--- src/mem_config.svh ---
`ifndef MEM_CONFIG_SVH
`define MEM_CONFIG_SVH

// Datapath and address width
`define DATA_W        32

// Data cache geometry, one word per line
`define CACHE_LINES   16
`define RAM_WORDS     256
`define REFILL_CYCLES 3

// CSR addresses
`define CSR_CRMD      14'h000
`define CSR_ESTAT     14'h005
`define CSR_ERA       14'h006
`define CSR_SAVE0     14'h030
`define CSR_TID       14'h040

// ESTAT software interrupt bits
`define ESTAT_WR_MASK 32'h0000_0003

`endif

--- src/mem_pkg.sv ---
`include "mem_config.svh"

package mem_pkg;

    typedef enum logic [4:0] {
        OP_NONE    = 5'd0,
        OP_ALU     = 5'd1,   // Execute result straight to rd
        OP_LDB     = 5'd2,
        OP_LDBU    = 5'd3,
        OP_LDH     = 5'd4,
        OP_LDHU    = 5'd5,
        OP_LDW     = 5'd6,
        OP_LLW     = 5'd7,
        OP_STB     = 5'd8,
        OP_STH     = 5'd9,
        OP_STW     = 5'd10,
        OP_CSRRD   = 5'd11,
        OP_CSRWR   = 5'd12,
        OP_CSRXCHG = 5'd13,
        OP_RDCNTID = 5'd14,
        OP_RDCNTVL = 5'd15,
        OP_RDCNTVH = 5'd16
    } mem_op_e;

    typedef enum logic {
        CS_IDLE,
        CS_REFILL
    } cache_state_e;

    typedef struct packed {
        logic               en;
        logic [4:0]         addr;
        logic [`DATA_W-1:0] data;
    } reg_write_t;

    typedef struct packed {
        logic               en;
        logic [13:0]        addr;
        logic [`DATA_W-1:0] data;
    } csr_write_t;

endpackage

--- src/csr_if.sv ---
`timescale 1ns/1ps
`include "mem_config.svh"

interface csr_if;
    logic               rd_en;
    logic [13:0]        rd_addr;
    logic [`DATA_W-1:0] rd_data;   // Combinational read
    logic               wr_en;
    logic [13:0]        wr_addr;
    logic [`DATA_W-1:0] wr_data;
    logic [63:0]        cnt;       // Stable counter

    modport reader (output rd_en, rd_addr, input rd_data, cnt);

    modport writer (output wr_en, wr_addr, wr_data);

    modport file   (input  rd_en, rd_addr, wr_en, wr_addr, wr_data,
                    output rd_data, cnt);
endinterface

--- src/dcache_if.sv ---
`timescale 1ns/1ps
`include "mem_config.svh"

interface dcache_if;
    logic               req;
    logic               we;
    logic [3:0]         byte_en;
    logic [`DATA_W-1:0] addr;
    logic [`DATA_W-1:0] wdata;
    logic               data_ok;
    logic               cache_miss;
    logic [`DATA_W-1:0] rdata;

    // Request side held steady until data_ok
    modport master (output req, we, byte_en, addr, wdata,
                    input  data_ok, cache_miss, rdata);

    modport slave  (input  req, we, byte_en, addr, wdata,
                    output data_ok, cache_miss, rdata);
endinterface

--- src/mem_stage.sv ---
`timescale 1ns/1ps
`include "mem_config.svh"

module mem_stage (
    input  logic                 clk,
    input  logic                 rst_n,
    input  logic                 in_valid,
    input  mem_pkg::mem_op_e     in_op,
    input  logic [`DATA_W-1:0]   in_addr,
    input  logic [`DATA_W-1:0]   in_store_data,
    input  logic [`DATA_W-1:0]   in_alu_result,
    input  logic [`DATA_W-1:0]   in_csr_wdata,
    input  logic [`DATA_W-1:0]   in_csr_mask,
    input  logic [4:0]           in_rd,
    input  logic [13:0]          in_csr_addr,
    dcache_if.master             dc,
    csr_if.reader                csr,
    input  mem_pkg::csr_write_t  fwd,
    output logic                 stall,
    output logic                 out_valid,
    output mem_pkg::reg_write_t  out_reg,
    output mem_pkg::csr_write_t  out_csr
);
    logic               is_load;
    logic               is_store;
    logic               is_csr_wr;
    logic [3:0]         st_be;
    logic [`DATA_W-1:0] st_data;
    logic [7:0]         ld_byte;
    logic [15:0]        ld_half;
    logic [`DATA_W-1:0] csr_old;
    logic [`DATA_W-1:0] cnt_hi_q;

    assign is_load   = in_op inside {mem_pkg::OP_LDB, mem_pkg::OP_LDBU, mem_pkg::OP_LDH,
                                     mem_pkg::OP_LDHU, mem_pkg::OP_LDW, mem_pkg::OP_LLW};
    assign is_store  = in_op inside {mem_pkg::OP_STB, mem_pkg::OP_STH, mem_pkg::OP_STW};
    assign is_csr_wr = in_op inside {mem_pkg::OP_CSRWR, mem_pkg::OP_CSRXCHG};

    always_comb begin
        case (in_op)
            mem_pkg::OP_STB: begin
                st_be   = 4'b0001 << in_addr[1:0];
                st_data = {4{in_store_data[7:0]}};   // Replicate into every lane
            end
            mem_pkg::OP_STH: begin
                st_be   = in_addr[1] ? 4'b1100 : 4'b0011;
                st_data = {2{in_store_data[15:0]}};
            end
            default: begin
                st_be   = 4'b1111;
                st_data = in_store_data;
            end
        endcase
    end

    assign dc.req     = in_valid && (is_load || is_store);
    assign dc.we      = is_store;
    assign dc.byte_en = st_be;
    assign dc.addr    = in_addr;
    assign dc.wdata   = st_data;

    // Loads wait for a hit, stores finish in their first cycle
    assign stall     = in_valid && is_load && !(dc.data_ok && !dc.cache_miss);
    assign out_valid = in_valid && !stall;

    assign ld_byte = dc.rdata[{in_addr[1:0], 3'b000} +: 8];
    assign ld_half = in_addr[1] ? dc.rdata[31:16] : dc.rdata[15:0];

    assign csr.rd_en   = in_valid && (in_op inside {mem_pkg::OP_CSRRD, mem_pkg::OP_CSRWR,
                                                    mem_pkg::OP_CSRXCHG, mem_pkg::OP_RDCNTID});
    assign csr.rd_addr = (in_op == mem_pkg::OP_RDCNTID) ? `CSR_TID : in_csr_addr;

    always_comb begin
        if (csr.rd_en && fwd.en && fwd.addr == csr.rd_addr) begin
            if (csr.rd_addr == `CSR_ESTAT)   // Only the writable ESTAT bits come from wb
                csr_old = (csr.rd_data & ~`ESTAT_WR_MASK) | (fwd.data & `ESTAT_WR_MASK);
            else
                csr_old = fwd.data;
        end else begin
            csr_old = csr.rd_data;
        end
    end

    // High half as sampled by the last rdcntvl.w, so a vl/vh pair is consistent
    always_ff @(posedge clk) begin
        if (!rst_n) begin
            cnt_hi_q <= '0;
        end else if (out_valid && in_op == mem_pkg::OP_RDCNTVL) begin
            cnt_hi_q <= csr.cnt[63:32];
        end
    end

    always_comb begin
        out_reg.en   = !(is_store || in_op == mem_pkg::OP_NONE);
        out_reg.addr = in_rd;
        case (in_op)
            mem_pkg::OP_LDB:     out_reg.data = {{24{ld_byte[7]}}, ld_byte};
            mem_pkg::OP_LDBU:    out_reg.data = {24'b0, ld_byte};
            mem_pkg::OP_LDH:     out_reg.data = in_addr[0] ? '0 : {{16{ld_half[15]}}, ld_half};
            mem_pkg::OP_LDHU:    out_reg.data = in_addr[0] ? '0 : {16'b0, ld_half};
            mem_pkg::OP_LDW,
            mem_pkg::OP_LLW:     out_reg.data = dc.rdata;
            mem_pkg::OP_CSRRD,
            mem_pkg::OP_CSRWR,
            mem_pkg::OP_CSRXCHG,
            mem_pkg::OP_RDCNTID: out_reg.data = csr_old;
            mem_pkg::OP_RDCNTVL: out_reg.data = csr.cnt[31:0];
            mem_pkg::OP_RDCNTVH: out_reg.data = cnt_hi_q;
            default:             out_reg.data = in_alu_result;
        endcase
    end

    assign out_csr.en   = is_csr_wr;
    assign out_csr.addr = in_csr_addr;
    assign out_csr.data = (in_op == mem_pkg::OP_CSRXCHG) ?
                          ((csr_old & ~in_csr_mask) | (in_csr_wdata & in_csr_mask)) :
                          in_csr_wdata;
endmodule

--- src/flat_wrapper.sv ---
// flat-port wrapper written by rule: the top's interface ports become plain ports
module mem_stage_flat 
  (clk, rst_n, in_valid, in_op, in_addr, in_store_data, in_alu_result, in_csr_wdata, in_csr_mask, in_rd, in_csr_addr, fwd, stall, out_valid, out_reg, out_csr, dc_req, dc_we, dc_byte_en, dc_addr, dc_wdata, dc_data_ok, dc_cache_miss, dc_rdata, csr_rd_en, csr_rd_addr, csr_rd_data, csr_cnt);
  dcache_if dc_i ();
  csr_if csr_i ();
  input  logic clk;
  input  logic rst_n;
  input  logic in_valid;
  input  mem_pkg::mem_op_e in_op;
  input  logic [`DATA_W-1:0] in_addr;
  input  logic [`DATA_W-1:0] in_store_data;
  input  logic [`DATA_W-1:0] in_alu_result;
  input  logic [`DATA_W-1:0] in_csr_wdata;
  input  logic [`DATA_W-1:0] in_csr_mask;
  input  logic [4:0] in_rd;
  input  logic [13:0] in_csr_addr;
  input  mem_pkg::csr_write_t fwd;
  output logic stall;
  output logic out_valid;
  output mem_pkg::reg_write_t out_reg;
  output mem_pkg::csr_write_t out_csr;
  output wire logic [$bits(dc_i.req)-1:0] dc_req;
  output wire logic [$bits(dc_i.we)-1:0] dc_we;
  output wire logic [$bits(dc_i.byte_en)-1:0] dc_byte_en;
  output wire logic [$bits(dc_i.addr)-1:0] dc_addr;
  output wire logic [$bits(dc_i.wdata)-1:0] dc_wdata;
  input wire logic [$bits(dc_i.data_ok)-1:0] dc_data_ok;
  input wire logic [$bits(dc_i.cache_miss)-1:0] dc_cache_miss;
  input wire logic [$bits(dc_i.rdata)-1:0] dc_rdata;
  output wire logic [$bits(csr_i.rd_en)-1:0] csr_rd_en;
  output wire logic [$bits(csr_i.rd_addr)-1:0] csr_rd_addr;
  input wire logic [$bits(csr_i.rd_data)-1:0] csr_rd_data;
  input wire logic [$bits(csr_i.cnt)-1:0] csr_cnt;
  assign dc_req = dc_i.req;
  assign dc_we = dc_i.we;
  assign dc_byte_en = dc_i.byte_en;
  assign dc_addr = dc_i.addr;
  assign dc_wdata = dc_i.wdata;
  assign dc_i.data_ok = dc_data_ok;
  assign dc_i.cache_miss = dc_cache_miss;
  assign dc_i.rdata = dc_rdata;
  assign csr_rd_en = csr_i.rd_en;
  assign csr_rd_addr = csr_i.rd_addr;
  assign csr_i.rd_data = csr_rd_data;
  assign csr_i.cnt = csr_cnt;
  mem_stage u_core (.clk(clk), .rst_n(rst_n), .in_valid(in_valid), .in_op(in_op), .in_addr(in_addr), .in_store_data(in_store_data), .in_alu_result(in_alu_result), .in_csr_wdata(in_csr_wdata), .in_csr_mask(in_csr_mask), .in_rd(in_rd), .in_csr_addr(in_csr_addr), .dc(dc_i), .csr(csr_i), .fwd(fwd), .stall(stall), .out_valid(out_valid), .out_reg(out_reg), .out_csr(out_csr));
endmodule
--- config.mk ---
export PLATFORM = sky130hd
export DESIGN_NAME = mem_stage_flat
export DESIGN_NICKNAME = d
export VERILOG_FILES = /design/src/mem_pkg.sv /design/src/csr_if.sv /design/src/dcache_if.sv /design/src/mem_stage.sv /design/src/flat_wrapper.sv
export VERILOG_INCLUDE_DIRS = /design/src /design/src/src
export SDC_FILE = /design/constraint.sdc
export NUM_CORES = 1
export LEC_CHECK = 0
export ABC_AREA = 1
export BUFFER_PORTS_ARGS = -buffer_cell sky130_fd_sc_hd__buf_2
export CAP_MARGIN = 15
export CORE_AREA = 4 4 209 211
export CTS_CLUSTER_DIAMETER = 60
export DETAILED_ROUTE_END_ITERATION = 6
export DIE_AREA = 0 0 213 215
export GPL_TIMING_DRIVEN = 0
export HOLD_SLACK_MARGIN = 0.12
export MAX_ROUTING_LAYER = met4
export PLACE_DENSITY = 0.43
export REMOVE_ABC_BUFFERS = 1
export SYNTH_ARGS = -nofsm -noshare
export SYNTH_HDL_FRONTEND = slang
export SYNTH_SLANG_ARGS = --single-unit
--- constraint.sdc ---
create_clock -name clk -period 4.3 [get_ports clk]
set_input_delay 0.215 -clock clk [delete_from_list [all_inputs] [get_ports clk]]
set_output_delay 0.215 -clock clk [all_outputs]
set_load 0.03 [all_outputs]
==> flow_summary.ini <==
[clocking]
cts_buffer_depth = 2
insertion_delay_ps = 280
clockRootBuffer = clkbuf_16
clkTransAtPathRegs_ps = 60
cts_tree = built
htreeDepth = 2
clock_sinks = 32
postCtsHoldBufs = 0
numCtsBuffers = 5

[timing]
tightest_slew_ps = 1080
rsz0062_at_grt = no
max_slew_margin_pct = 28.3
fmax_ghz = 0.268
slew_violations = 0
timing.final.crit_share_pct = 86.8
fin_setup_tns_ps = 0
hold_ws_ps = 192
setup_viol = 0
clock_skew_ps = 0
period_needed_ps = 3730
hold_viol_final = 0
fin_ws_ps = 566

[power]
p_leak_nw = 4.67
vdd_ir_drop_max_v = 0.000116
p_per_area_nw_per_um2 = 183
p_total_mw = 1.61

[synth]
synth_cell_types = 37
ys_seq_area_share_pct = 10.4
syn_area_um2 = 6150
syn_inst = 1169
synth_area_leader_cell = nand2_1
synth.area.top_cells = nand2_1 18%, nor2_1 13%, dfxtp_1 10%, inv_1 8.1%, buf_4 7.8%
yosysWarnings = 0
synth.top_cell.area_share_pct = 18.5
synth_seq_cells = 32
syn_area_per_cell_um2 = 5.26

[final_layout]
reg_top3 = u_core.cnt_hi_q: 32 flops
final_area_um2 = 8760
layout_common_cells = 465 x buf_2, 302 x nand2_1, 211 x nor2_1
instances_no_fill = 2086
largest_reg_flops = 32
drive_gt1_share_pct = 36.1
nFillCells = 4913
layout_commonest_cell = buf_2
syn_to_final_growth_pct = 42.4
fin_util_pct = 21.0
layout.nets = 1898
top_register = u_core.cnt_hi_q

[hold_path]
whs_path_depth = 3
hold_start = csr_cnt[40]
hold_path.class = in2reg
hold_end = u_core.cnt_hi_q[8]

[floorplanning]
core-area_um2 = 41800
dieArea_um2 = 45800
die_x_um = 213
die_y_um = 215
io-pin-count = 536
num_rows = 75
start_util_pct = 14.7

[drt]
wirelength_um = 43600
viasPerCell = 4.37
dr.pass1.iters = 5
wl_per_cell_um = 20.9
drc = 0
ant_nets = 0
drt_iter0_drc = 463
num_vias = 9122

[setup_path]
critical_path.max_fanout = 31
reg2regPathDepth = 2
path_cells = buf_2, inv_2, nand3_1, nor2_1, a21oi_1, nor2_4, nand3_4, nand2_1, nand2_1, inv_1, nand3_2, nand3_1, a21oi_1, buf_2
cpLargestDelayFamily = simple AND/OR/NAND/NOR gates
r2r_start = u_core.cnt_hi_q[29]
worstSetupStartpoint = in_op[4]
crit_path_max_incr_delay_ps = 740
critPathLaunchType = primary input
r2r_end = u_core.cnt_hi_q[29]
arrival_ps = 3520
cpMaxStageDelayCell = nor2_4
required_ps = 4090
r2r_slack_ps = 3700
worst-setup-path-type = in2out
endpoint_kind = output port
cp_num_buf_inv = 4

[global_routing]
overflow = 0
grt_pass1_wl_um = 60200
grtUsageTotal_pct = 18.2
grt_max_degree = 50
grt_pass1_vias = 9101
antenna_found_initial = 12

[placed_design]
port_buffers = 465
placed_cells = 2066
place_area_um2 = 8560
post-place-ws_ps = 72.8
gp_congestion = 0.929
hpwl_um = 36900

[status]
outcome = completed

[flow_run]
drv_cap = 0
-- Yosys cell counts --
cell and count:
buf_2 18, nor3_2 1, or2_2 1, nand3_4 1
clkbuf_1 21, o21ai_0 47, a21oi_2 1, nand4_1 35
o21ai_1 2, o221ai_1 7, a21oi_1 74, clkinv_1 26
buf_4 64, o22ai_1 8, nand3_2 36, nand3b_2 3
nand2_2 11, nand3_1 60, o41ai_1 1, nor2_1 213
a221oi_1 3, o2111ai_1 15, a22oi_1 7, inv_2 6
a22o_1 1, dfxtp_1 32, inv_1 132, o21ai_2 1
a32oi_1 1, nor2_4 4, o211ai_1 8, buf_6 11
nor4_1 3, nor3_1 7, nand2_1 303, o31ai_1 1
nor2_2 4
-- layout make-up --
| cell class | instances | area [um2] | area share, % |
|---|---|---|---|
| clock buffers | 6 | 129 | 1.47 |
| flip-flops and latches | 32 | 641 | 7.31 |
| diodes | 12 | 30.0 | 0.343 |
| repair buffers | 472 | 2460 | 28.1 |
| clock inverters | 2 | 35.0 | 0.400 |
| multi-input cells | 859 | 4170 | 47.6 |
| well taps | 539 | 674 | 7.70 |
| inverters | 164 | 616 | 7.02 |
-- how the worst max path moves through the flow --
stage	end	slack [ps]	depth (start not counted)
floorplan	out_reg[26]	270	8
global placement	out_reg[5]	-3550	10
detailed placement	out_reg[5]	70	14
CTS	out_reg[5]	60	14
global route	out_reg[5]	130	15
finish	out_reg[5]	570	14
-- cell families after synthesis --
logic type | after synthesis | share of synthesized area, %
and+or+nand+nor | 682 | 50.0
DFF | 32 | 10.4
AOI/OAI and AO/OA | 177 | 17.0
buffers and inverters | 278 | 22.6
-- power breakdown --
part / switching [mW] / internal (mW) / leakage (nW) / total (mW)
logic: 0.600 / 0.283 / 4.33 / 0.883
registers: 0.00166 / 0.300 / 0.258 / 0.302
clock network: 0.148 / 0.273 / 0.0809 / 0.421
-- worst min-delay path: cells and delay by family --
family,cells,cell delay (ps)
AOI/OAI and AO/OA,1,70
buffers and inverters,1,70
and+or+nand+nor,1,70
-- routing by layer --
| layer | share of wire, % | global-route usage (%) | vias to the layer above |
|---|---|---|---|
| met5 | 0 | - | - |
| met4 | 1.8 | 3.26 | 0 |
| met3 | 10 | 6.37 | 28 |
| met2 | 50 | 32.5 | 489 |
| met1 | 38 | 19.5 | 4158 |
| li1 | - | - | 4447 |
-- repair_timing --
action / 4_1_cts / 5_1_grt
buffers inserted: 0 / 0
resized for setup: 0 / 1
endpoints found under the setup margin: 0 / 3
No activity file was read; power rests on OpenSTA's default activity.
